===== src/rtl/n2r_pkg.sv =====
/*
 * Matrix geometry shared by the row-to-chunk reshaping pipeline.
 * COL_COUNT must be a multiple of BLOCK_SIZE, ROW_COUNT a multiple of SLICE_ROWS.
 */
`default_nettype none

package n2r_pkg;

    // Base geometry
    localparam int ELEM_WIDTH = 16;
    localparam int ROW_COUNT  = 8;
    localparam int COL_COUNT  = 8;
    localparam int BLOCK_SIZE = 2;
    localparam int NUM_CORES  = 2;

    // Derived slice and chunk shape
    localparam int SLICE_ROWS     = BLOCK_SIZE * NUM_CORES;
    localparam int CHUNKS_PER_ROW = COL_COUNT / BLOCK_SIZE;
    localparam int SLICE_COUNT    = ROW_COUNT / SLICE_ROWS;

    localparam int ROW_WIDTH   = COL_COUNT * ELEM_WIDTH;
    localparam int BLOCK_WIDTH = BLOCK_SIZE * ELEM_WIDTH;
    localparam int CHUNK_WIDTH = SLICE_ROWS * BLOCK_WIDTH;

    localparam int ROW_ADDR_WIDTH  = $clog2(ROW_COUNT);
    localparam int SLOT_WIDTH      = $clog2(SLICE_ROWS);
    localparam int CHUNK_IDX_WIDTH = $clog2(CHUNKS_PER_ROW);
    // At least one bit, even for a single-slice matrix
    localparam int SLICE_IDX_WIDTH = (SLICE_COUNT > 1) ? $clog2(SLICE_COUNT) : 1;

endpackage

`default_nettype wire


===== src/rtl/ram_1w1r.sv =====
/*
 * Row memory with one write port and one registered read port.
 * Read-during-write to one address returns the old row. No reset on contents.
 */
`default_nettype none

module ram_1w1r import n2r_pkg::*; #(
    parameter int DEPTH = ROW_COUNT
) (
    input  logic                      clk,
    input  logic                      we,
    input  logic [ROW_ADDR_WIDTH-1:0] write_addr,
    input  logic [ROW_ADDR_WIDTH-1:0] read_addr,
    input  logic [ROW_WIDTH-1:0]      din,
    output logic [ROW_WIDTH-1:0]      dout
);

    logic [ROW_WIDTH-1:0] mem [DEPTH];

    always_ff @(posedge clk) begin
        if (we) begin
            mem[write_addr] <= din;
        end
        // Read sees the value from before this edge
        dout <= mem[read_addr];
    end

endmodule

`default_nettype wire


===== src/rtl/n2r_fill_stage.sv =====
/*
 * Writes ROW_COUNT rows into the store, one per cycle while en is high.
 * Ignores en after the last row until buffer_done re-arms it.
 */
`default_nettype none

module n2r_fill_stage import n2r_pkg::*; (
    input  logic                      clk,
    input  logic                      rst_n,
    input  logic                      en,
    input  logic [ROW_WIDTH-1:0]      row_in,
    input  logic                      buffer_done,
    output logic                      we,
    output logic [ROW_ADDR_WIDTH-1:0] write_addr,
    output logic [ROW_WIDTH-1:0]      din,
    output logic                      fill_done
);

    typedef enum logic {
        ACCEPTING,
        FULL
    } fill_state_t;

    fill_state_t               state;
    logic [ROW_ADDR_WIDTH-1:0] row_count;
    logic                      take_row;

    assign take_row = (state == ACCEPTING) && en;

    always_ff @(posedge clk) begin
        if (!rst_n) begin
            state     <= ACCEPTING;
            row_count <= '0;
            we        <= 1'b0;
            fill_done <= 1'b0;
        end else begin
            we        <= take_row;
            // One cycle after the final write lands
            fill_done <= we && (write_addr == ROW_ADDR_WIDTH'(ROW_COUNT - 1));
            if (take_row) begin
                if (row_count == ROW_ADDR_WIDTH'(ROW_COUNT - 1)) begin
                    row_count <= '0;
                    state     <= FULL;
                end else begin
                    row_count <= row_count + 1'b1;
                end
            end else if (state == FULL && buffer_done) begin
                state <= ACCEPTING;
            end
        end
    end

    // Write address and data
    always_ff @(posedge clk) begin
        if (take_row) begin
            write_addr <= row_count;
            din        <= row_in;
        end
    end

endmodule

`default_nettype wire


===== src/rtl/n2r_slice_loader.sv =====
/*
 * Reads SLICE_ROWS consecutive rows per slice from the store.
 * Slice 0 starts on fill_done, later slices on slice_done.
 */
`default_nettype none

module n2r_slice_loader import n2r_pkg::*; (
    input  logic                      clk,
    input  logic                      rst_n,
    input  logic                      fill_done,
    input  logic                      slice_done,
    output logic [ROW_ADDR_WIDTH-1:0] read_addr,
    input  logic [ROW_WIDTH-1:0]      row_rd_data,
    output logic                      row_valid,
    output logic [SLOT_WIDTH-1:0]     row_slot,
    output logic [ROW_WIDTH-1:0]      row_data
);

    logic                      active;
    logic [ROW_ADDR_WIDTH-1:0] base;
    logic [SLOT_WIDTH-1:0]     slot;
    logic                      last_slot;
    logic                      last_base;

    assign last_slot = (slot == SLOT_WIDTH'(SLICE_ROWS - 1));
    assign last_base = (base == ROW_ADDR_WIDTH'(ROW_COUNT - SLICE_ROWS));
    assign read_addr = base + ROW_ADDR_WIDTH'(slot);

    // RAM data arrives one cycle after the address
    assign row_data = row_rd_data;

    always_ff @(posedge clk) begin
        if (!rst_n) begin
            active    <= 1'b0;
            base      <= '0;
            slot      <= '0;
            row_valid <= 1'b0;
        end else begin
            row_valid <= active;
            if (active) begin
                if (last_slot) begin
                    slot   <= '0;
                    active <= 1'b0;
                end else begin
                    slot <= slot + 1'b1;
                end
            end
            if (fill_done) begin
                active <= 1'b1;
            end else if (slice_done) begin
                if (last_base) begin
                    // Whole matrix read, wait for the next fill
                    base <= '0;
                end else begin
                    base   <= base + ROW_ADDR_WIDTH'(SLICE_ROWS);
                    active <= 1'b1;
                end
            end
        end
    end

    // Slot index follows the read by one cycle
    always_ff @(posedge clk) begin
        row_slot <= slot;
    end

endmodule

`default_nettype wire


===== src/rtl/n2r_chunk_emitter.sv =====
/*
 * Holds one slice and emits CHUNKS_PER_ROW chunks on consecutive cycles.
 * No stall input; a new slice must not arrive while chunks are going out.
 */
`default_nettype none

module n2r_chunk_emitter import n2r_pkg::*; (
    input  logic                   clk,
    input  logic                   rst_n,
    input  logic                   row_valid,
    input  logic [SLOT_WIDTH-1:0]  row_slot,
    input  logic [ROW_WIDTH-1:0]   row_data,
    output logic [CHUNK_WIDTH-1:0] chunk_out,
    output logic                   output_ready,
    output logic                   slice_done,
    output logic                   buffer_done
);

    logic [ROW_WIDTH-1:0]       slot_rows [SLICE_ROWS];
    logic                       emitting;
    logic [CHUNK_IDX_WIDTH-1:0] chunk_idx;
    logic [SLICE_IDX_WIDTH-1:0] slice_idx;
    logic                       slice_loaded;
    logic                       last_chunk;
    logic                       last_slice;

    assign slice_loaded = row_valid && (row_slot == SLOT_WIDTH'(SLICE_ROWS - 1));
    assign last_chunk   = (chunk_idx == CHUNK_IDX_WIDTH'(CHUNKS_PER_ROW - 1));
    assign last_slice   = (slice_idx == SLICE_IDX_WIDTH'(SLICE_COUNT - 1));

    // Slice rows
    always_ff @(posedge clk) begin
        if (row_valid) begin
            slot_rows[row_slot] <= row_data;
        end
    end

    always_ff @(posedge clk) begin
        if (!rst_n) begin
            emitting  <= 1'b0;
            chunk_idx <= '0;
            slice_idx <= '0;
        end else if (slice_loaded) begin
            emitting  <= 1'b1;
            chunk_idx <= '0;
        end else if (emitting) begin
            if (last_chunk) begin
                emitting  <= 1'b0;
                chunk_idx <= '0;
                slice_idx <= last_slice ? '0 : slice_idx + 1'b1;
            end else begin
                chunk_idx <= chunk_idx + 1'b1;
            end
        end
    end

    // Lane i takes row i of the slice, block chunk_idx, MSB lane first
    always_comb begin
        chunk_out = '0;
        for (int lane = 0; lane < SLICE_ROWS; lane++) begin
            chunk_out[CHUNK_WIDTH - 1 - lane * BLOCK_WIDTH -: BLOCK_WIDTH] =
                slot_rows[lane][ROW_WIDTH - 1 - int'(chunk_idx) * BLOCK_WIDTH -: BLOCK_WIDTH];
        end
    end

    assign output_ready = emitting;
    assign slice_done   = emitting && last_chunk;
    assign buffer_done  = slice_done && last_slice;

endmodule

`default_nettype wire


===== src/rtl/n2r_buffer.sv =====
/*
 * Reshapes a row-ordered matrix into column chunks for the multiply array.
 * First chunk comes 6 cycles after fill_done. Output cannot be stalled.
 */
`default_nettype none

module n2r_buffer import n2r_pkg::*; (
    input  logic                   clk,
    input  logic                   rst_n,
    input  logic                   en,
    input  logic [ROW_WIDTH-1:0]   row_in,
    output logic [CHUNK_WIDTH-1:0] chunk_out,
    output logic                   output_ready,
    output logic                   slice_done,
    output logic                   buffer_done
);

    logic                      we;
    logic [ROW_ADDR_WIDTH-1:0] write_addr;
    logic [ROW_ADDR_WIDTH-1:0] read_addr;
    logic [ROW_WIDTH-1:0]      din;
    logic [ROW_WIDTH-1:0]      dout;
    logic                      fill_done;
    logic                      row_valid;
    logic [SLOT_WIDTH-1:0]     row_slot;
    logic [ROW_WIDTH-1:0]      row_data;

    n2r_fill_stage u_fill (
        .clk         (clk),
        .rst_n       (rst_n),
        .en          (en),
        .row_in      (row_in),
        .buffer_done (buffer_done),
        .we          (we),
        .write_addr  (write_addr),
        .din         (din),
        .fill_done   (fill_done)
    );

    ram_1w1r #(
        .DEPTH (ROW_COUNT)
    ) u_store (
        .clk        (clk),
        .we         (we),
        .write_addr (write_addr),
        .read_addr  (read_addr),
        .din        (din),
        .dout       (dout)
    );

    n2r_slice_loader u_loader (
        .clk         (clk),
        .rst_n       (rst_n),
        .fill_done   (fill_done),
        .slice_done  (slice_done),
        .read_addr   (read_addr),
        .row_rd_data (dout),
        .row_valid   (row_valid),
        .row_slot    (row_slot),
        .row_data    (row_data)
    );

    n2r_chunk_emitter u_emit (
        .clk          (clk),
        .rst_n        (rst_n),
        .row_valid    (row_valid),
        .row_slot     (row_slot),
        .row_data     (row_data),
        .chunk_out    (chunk_out),
        .output_ready (output_ready),
        .slice_done   (slice_done),
        .buffer_done  (buffer_done)
    );

endmodule

`default_nettype wire


===== config.mk =====
export PLATFORM = sky130hd
export DESIGN_NAME = n2r_buffer
export DESIGN_NICKNAME = d
export VERILOG_FILES = /design/src/rtl/n2r_pkg.sv /design/src/rtl/ram_1w1r.sv /design/src/rtl/n2r_fill_stage.sv /design/src/rtl/n2r_slice_loader.sv /design/src/rtl/n2r_chunk_emitter.sv /design/src/rtl/n2r_buffer.sv
export SDC_FILE = /design/constraint.sdc
export NUM_CORES = 1
export LEC_CHECK = 0
export BUFFER_PORTS_ARGS = -buffer_cell sky130_fd_sc_hd__buf_2
export CAP_MARGIN = 40
export CORE_ASPECT_RATIO = 0.8
export CORE_UTILIZATION = 40
export DETAILED_ROUTE_END_ITERATION = 8
export SYNTH_ARGS = -nofsm -noshare
export SYNTH_HDL_FRONTEND = slang
export SYNTH_HIERARCHICAL = 1
export SYNTH_SLANG_ARGS = --single-unit

===== constraint.sdc =====
create_clock -name clk -period 9.3 [get_ports clk]
set_input_delay 2.325 -clock clk [delete_from_list [all_inputs] [get_ports clk]]
set_output_delay 2.325 -clock clk [all_outputs]
set_load 0.03 [all_outputs]

After elaboration in Yosys (flattened, before gate mapping)
Memory sizes are Yosys's and may differ from the RTL's. A register that Yosys moved wholly into a read port is not among the register bits. Cells that the tools add are included.

Register bits: 150. Memory bits (writable): 1536. Memories kept: 2.

$add $sub $neg: 7. Eq/ne operators: 7. Shift-type cells: 4. Muxes and demuxes: 20. Bitwise gates (word level): 4. Reductions and logical operators: 11.

Memories: u_store.mem (words 8, width 128, rd ports 1, clocked after memory_dff 1, write ports 1, RTL line ram_1w1r.sv:18) `logic [ROW_WIDTH-1:0] mem [DEPTH];`; u_emit.slot_rows (words 4, width 128, rd ports 4, clocked after memory_dff 0, write ports 1, RTL line n2r_chunk_emitter.sv:19) `logic [ROW_WIDTH-1:0] slot_rows [SLICE_ROWS];`.

Operators with widths (count): $shiftx A159 B32 Y32 (4); $mux W1 (16); $eq A3 B3 Y1 const B (3); $sub A7 B7 Y8 const A (1); $eq A2 B2 Y1 const B (3); $logic_and A1 B1 Y1 (6); $mux W3 (2); $add A2 B1 Y2 const B (2); $mux W2 (2); $not A1 Y1 (4); $reduce_and A2 Y1 (2); $add A3 B1 Y3 const B (1); $add A3 B2 Y3 (1); $add A3 B3 Y3 const B (1); $reduce_and A3 Y1 (1); $ne A2 B2 Y1 const B (1); $reduce_bool A2 Y1 (1); $reduce_or A2 Y1 (1); $add A1 B1 Y1 const B (1).

Longest topological paths before layout
Gate-level depths: netlist (run 1).

Depth in word-level cells: 6. Depth in mapped cells: 6. Depth with buffers taken out: 5.

Modules after synthesis
Netlist (run 1), hierarchy kept.

Modules (own cells, without submodules): ram_1w1r (times used 1, cells each 1620, area an instance 41554.9 µm², seq. area each 33311.9 µm²); n2r_chunk_emitter (times used 1, cells each 695, area an instance 18697.9 µm², seq. area each 15454.8 µm²); n2r_fill_stage (times used 1, cells each 156, area an instance 4199.0 µm², seq. area each 4053.9 µm²); n2r_slice_loader (times used 1, cells each 150, area an instance 1202.4 µm², seq. area each 140.1 µm²).

Worst setup path before layout (run 1)
Ideal clock, no wire load.

Path kind: register -> register. Start: register u_loader.row_slot[1]. End: memory u_emit/slot_rows[0][0] (netlist bit), enable pin. Library setup time: 0.797 ns. Arrival time: 9.567 ns. Data required time: 8.503 ns. Slack: -1.064 ns. Stages on the path, launching flop included: 2. Clock period less this slack: 10.364 ns. Cell sequence: dfxtp_1 -> nor3b_1.

RTL lines: start, declared (RTL line n2r_slice_loader.sv:15) `output logic [SLOT_WIDTH-1:0] row_slot,`; start signal, assigned (RTL line n2r_slice_loader.sv:64) `row_slot <= slot;`; end, declared (RTL line n2r_chunk_emitter.sv:19).

Straight into the memory's write port.

Worst setup path after layout (run 1)
Start: register u_emit.chunk_idx[0]. End: output chunk_out[74].

Cells in the longest elaborated chain, start to end: 2.

Ends and longest elaborated chain: start, declared (RTL line n2r_chunk_emitter.sv:21) `logic [CHUNK_IDX_WIDTH-1:0] chunk_idx;`; start signal, assigned (RTL line n2r_chunk_emitter.sv:52) `chunk_idx <= chunk_idx + 1'b1;`; $sub A7 B7 Y8 (RTL line n2r_chunk_emitter.sv:62) `slot_rows[lane][ROW_WIDTH - 1 - int'(chunk_idx) * BLOCK_WIDTH -: BLOCK_WIDTH];`; $shiftx A159 B32 Y32 (RTL line n2r_chunk_emitter.sv:62); end, declared (RTL line n2r_buffer.sv:12) `output logic [CHUNK_WIDTH-1:0] chunk_out,`.

No other way between the ends.

==> impl_metrics.toml, run 1 <==
[status]
status = "finished clean"

[cts]
worstSkewPairLatency_ns = 0.79
clkTransAtPathRegs_ns = 0.06
cts_buffer_depth = 3
htreeDepth = 4
ctsResizeCount = 0
cts_tree = "built"
cts_setup_buffers = 0
cts.sink_count = 1812
cts_root_buffer = "clkbuf_16"
numCtsBuffers = 173
ctsHoldBuffers = 0

[route]
ant_nets = 0
dr.first_iter.drc_count = 2569
post_drt_wl_per_cell_um = 27.5
firstDrtPassIters = 5
vias = 26944
viasPerCell = 5.21
route.detailed.drc = 0
wl_um = 142000

[placed_design]
port_buffers = 261
dp_hpwl_um = 81100
place_congestion = 0.795
place_inst = 4836
dp_worst_setup_slack_ns = 4.69

[power]
vdd_drop_max_uv = 175
p_int_mw = 13.2
combPwrFrac_pct = 1.1
p_sw_mw = 3.21
powerDensity_mw_per_mm2 = 220
power_leakage_nw = 23.3
switching_share_pct = 19.6
clkPwrFrac_pct = 42.9
seq_power_share_pct = 56.0

[setup_path]
critPathKind = "reg -> out"
crit_fanout = 86
worstPathCellList = "buf_12, mux4_2, buf_2"
worstRegToRegCells = 4
cp.arrival_ns = 3.00
crit_path_end_kind = "output pin"
critPathMaxStageDelay_ns = 0.69
critPathSlowestCell = "dfxtp_4"
required_ns = 6.98
r2r_slack_ns = 6.41
cp-start-kind = "flip-flop"

[floorplanning]
die-area_mm2 = 0.166
rows = 132
ios = 262
start_util_pct = 40.4
coreArea_mm2 = 0.162
die_w_um = 455
dieHeight_um = 364

[logic_synthesis]
syn_avg_cell_area_um2 = 25.0
synthTopCellsByCount = "edfxtp_1, mux4_2, dfxtp_1"
synth-simple-area-share_pct = 0.366
ys_dominant_reg_cell = "edfxtp_1"
yosysWarnings = 6
synth_compound_area_share_pct = 0.0324
syn_inst = 2621
muxShareOfSynthArea_pct = 15.9
ys_ff_latch = 1812
yosys.area.top_type = "edfxtp_1"
ys_top_cells_by_area = "edfxtp_1, mux4_2, dfxtp_1"
synthesis.area_mm2 = 0.0657
synthXorXnorAreaFrac_pct = 0.0133
synth_top_cell_area_share_pct = 76.2
async_flop_share_pct = 0
synth.most_common_cell = "edfxtp_1"
synth_seq_area_share_pct = 80.7
synth_nets = 2757
yosys.area_share.adder_pct = 0.0953
synth_edf_count = 1667
synth_cell_types = 35
synth_top_family_by_area = "multiplexers"

[cells_and_area]
n_fill_cell = 13113
final_util_pct = 45.8
final-instance-count-excl-fill = 5171
finalNetCount = 3003
area_delta_synth_final_pct = 13.2
drive_above_1_share_pct = 33.7

[timing]
fin_crit_ns = 5.32
setup_viol_count_final = 0
slew_violations = 0
rsz0062_at_grt = "false"
setup_slack_ns = 3.98
setup_tns_ns = 0
finClkSkew_ns = 0.0371
tightest_slew_ns = 1.07
fmax_mhz = 188
report.final.hold_viol_count = 0
slew_headroom_pct = 28.9
finalCritPeriodShare_pct = 57.2

[global_routing]
grt_util_all_layers_pct = 17.3
grt_pass1_vias = 28450
grt_pass1_wl_um = 203000
grt_overflow = 0
antenna_found_initial = 38
grt_max_degree = 129

[min_path]
holdPathStages = 2
hp-class = "reg -> reg"

[flow_run]
maxCapViolations = 0
[registers in the layout, indices dropped and copies added, names as in the netlist]
signal	flops
u_loader/slot	2
u_loader/row_slot	2
u_fill/state	1
u_emit/chunk_idx	2
u_fill/write_addr	3
u_fill/we	1
u_loader/active	1
u_emit/output_ready	1
u_loader/base	1
u_loader/row_valid	1
u_fill/fill_done	1
u_store/dout	128
u_store/mem	1024
u_emit/last_slice	1
u_fill/row_count	3
u_fill/din	128
u_emit/slot_rows	512
[cell type report]
type	instances	area, µm²	area share (%)
timing repair buffer	301	2010	2.71
tap	2144	2680	3.61
antenna	8	20.0	0.0269
multi-input combinational	576	10900	14.6
inverter	3	16.3	0.0219
clock inverter	93	1010	1.37
clock buffer	234	4720	6.35
sequential	1812	53000	71.3
[stage by stage]
stage	hold WS (ns)	area [µm²]	total power [mW]
final	0.461	74300	16.4
after global routing	0.483	74300	16.9
after CTS	0.463	74300	16.6
after detailed placement	0.446	68600	9.54
after global placement	0.450	68200	9.51
after floorplan	0.386	65700	9.41
[worst paths after layout]
check                             from                 endpoint
setup / recovery   u_emit/chunk_idx[0]            chunk_out[74]
hold / removal               u_fill/we         u_fill/fill_done
setup reg to reg  u_loader/row_slot[0]  u_emit/slot_rows[1][85]
hold reg to reg              u_fill/we         u_fill/fill_done
[worst max-delay path, delay by kind of cell (launching register included)]
| kind | cells | cell delay, ns |
|---|---|---|
| buffers and inverters | 2 | 0.78 |
| muxes | 1 | 0.60 |
| DFF | 1 | 0.69 |
[cell usage in the layout, fill, tap and decap left out, types with 3 or more instances in the layout]
cell type,n
and2_1,4
buf_12,18
buf_16,9
buf_2,261
buf_4,13
bufinv_16,17
clkbuf_1,48
clkbuf_16,176
clkbuf_8,10
clkinv_1,22
clkinv_2,30
clkinv_4,3
clkinv_8,5
clkinvlp_4,7
dfxtp_1,140
dfxtp_4,5
diode_2,8
edfxtp_1,1667
ha_1,5
inv_6,8
mux2_2,128
mux2i_1,9
mux4_1,72
mux4_2,312
nand2_1,7
nand2b_1,6
nand3_1,3
nor2_1,6
nor2_4,7
nor2b_1,5
[per-layer routing]
layer	vias to the layer above	part of all wire, %	global-route usage (%)
met5	-	0.086	0
met4	20	2.5	4.91
met3	229	5.8	3.46
met2	831	50	29.0
met1	14433	42	23.0
li1	11431	-	-
[logic make-up (layout without fill, tap and decap cells)]
kind of cell	after synthesis	after routing
AO/OA/AOI/OAI	3	3
buffers and inverters	233	631
XOR/XNOR	1	1
flip-flops	1812	1812
adder cells (fa/ha/maj)	5	5
other	0	8
multiplexers	521	521
AND/OR/NAND/NOR	46	46
[power groups by stage]
stage / clock, mW / sequential (mW) / combinational (mW)
2_1_floorplan: 0 / 9.30 / 0.110
3_5_place_dp: 0 / 9.35 / 0.192
6_report: 7.03 / 9.17 / 0.185
5_1_grt: 7.53 / 9.19 / 0.199
4_1_cts: 7.21 / 9.17 / 0.193
3_3_place_gp: 0 / 9.32 / 0.187
No activity file was read; power rests on OpenSTA's default activity.
==> inputs of run 2 (changes only) <==
==> constraint.sdc (replaced) <==
create_clock -name clk -period 4.3 [get_ports clk]
set_input_delay 1.075 -clock clk [delete_from_list [all_inputs] [get_ports clk]]
set_output_delay 1.075 -clock clk [all_outputs]
set_load 0.03 [all_outputs]
==> run 2 against run 1 <==
Compared with the run above:
- final cell count increased by 0.52%
- wire length rose by 1.6%
- global-route usage increased by 0.26 points
- register-to-register slack got worse by 4.6 ns
- clock power rose by 120%
- final area rose by 0.56%
- via count up 0.41%
- critical path type unchanged
==> impl_metrics.toml, run 2 (synthesis gave the netlist of run 1 again) <==
[status]
status = "finished clean"

[timing]
finClkSkew_ns = 0.0320
finalCritPeriodShare_pct = 91.8
rsz0062_at_grt = "false"
hold_slack_ns = 0.454
setup_viol_count_final = 0
report.final.hold_viol_count = 0
slew_headroom_pct = 38.0
fmax_mhz = 253
tightest_slew_ns = 0.930
slew_violations = 0
setup_tns_ns = 0
fin_crit_ns = 3.95

[floorplanning]
ios = 262
dieHeight_um = 364
die_w_um = 455
rows = 132
coreArea_mm2 = 0.162
die-area_mm2 = 0.166
start_util_pct = 40.4

[min_path]
hp-class = "in -> reg"

[cells_and_area]
final_cell_mix = "edfxtp_1, mux4_2, buf_2"
layout_commonest_cell = "edfxtp_1"
area_delta_synth_final_pct = 13.8
final_util_pct = 46.0
largestRegisters = "u_store/mem (1024), u_emit/slot_rows (512)"
drive_above_1_share_pct = 34.8
largest_reg_flops = 1024
final-instance-count-excl-fill = 5198
n_fill_cell = 13075
finalNetCount = 3028
largest_register = "u_store/mem"

[setup_path]
crit_path_end_kind = "output pin"
critPathKind = "reg -> out"
cp.arrival_ns = 2.87
crit_fanout = 24
cp-start-kind = "flip-flop"
required_ns = 3.22

[route]
dr.first_iter.drc_count = 2342
post_drt_wl_per_cell_um = 27.8
wl_um = 145000
firstDrtPassIters = 5
viasPerCell = 5.20
route.detailed.drc = 0
vias = 27055
ant_nets = 0

[flow_run]
maxCapViolations = 0

[cts]
ctsHoldBuffers = 0
cts_buffer_depth = 3
cts_setup_buffers = 0
cts_tree = "built"
cts.sink_count = 1812
worstSkewPairLatency_ns = 0.80
numCtsBuffers = 173
cts_root_buffer = "clkbuf_16"
clkTransAtPathRegs_ns = 0.06
htreeDepth = 4
ctsResizeCount = 0

[power]
powerDensity_mw_per_mm2 = 478
power_leakage_nw = 23.5
vdd_drop_max_uv = 332
p_total_mw = 35.7

[global_routing]
grt_util_all_layers_pct = 17.6
grt_overflow = 0
grt_pass1_wl_um = 205000
antenna_found_initial = 34
grt_pass1_vias = 28819
grt_max_degree = 113

[placed_design]
port_buffers = 261
dp_hpwl_um = 86500
place_inst = 4861
place_congestion = 0.821
-- run 2: worst max-delay path, cell delays in order (launching register included) --
cell and delay, ns:
dfxtp_4 0.80, buf_4 0.48, mux4_2 0.58, buf_2 0.20
-- run 2: per-layer routing --
metal	vias up	GRT usage (%)	wire length, µm
met5	-	0	108
met4	16	5.54	3860
met3	215	3.43	8410
met2	843	29.7	73400
met1	14475	22.9	59000
li1	11506	-	-
-- run 2: area by class of cell --
class                      instances  area (µm²)  share of cell area, %
sequential                      1812       53000                   70.9
multi-input combinational        576       10900                   14.6
clock buffer                     206        4580                   6.12
tap                             2144        2680                   3.59
timing repair buffer             326        2290                   3.07
clock inverter                   120        1280                   1.72
antenna                           11        27.5                 0.0368
inverter                           3        16.3                 0.0218
-- run 2: through the flow --
stage               setup WS, ns  area, µm²
detailed placement          1.14      68900
floorplan                 -0.222      65700
global placement            1.20      68700
finish                     0.351      74700
global route               0.178      74700
CTS                        0.209      74700
-- run 2: path summary, 6_finish.rpt --
check                       startpoint                  to  slack (ns)  cells after the start
hold reg to reg              u_fill/we    u_fill/fill_done        0.47                      2
hold / removal             row_in[100]     u_fill/din[100]        0.45                      1
setup / recovery   u_emit/chunk_idx[0]       chunk_out[91]        0.35                      3
setup reg to reg  u_fill/write_addr[1]  u_store/mem[1][23]        1.79                      3
-- run 2: power by group --
group | total [mW] | switching [mW] | internal (mW)
Sequential | 19.8 | 0.264 | 19.6
Clock | 15.5 | 6.50 | 8.99
Combinational | 0.409 | 0.257 | 0.152
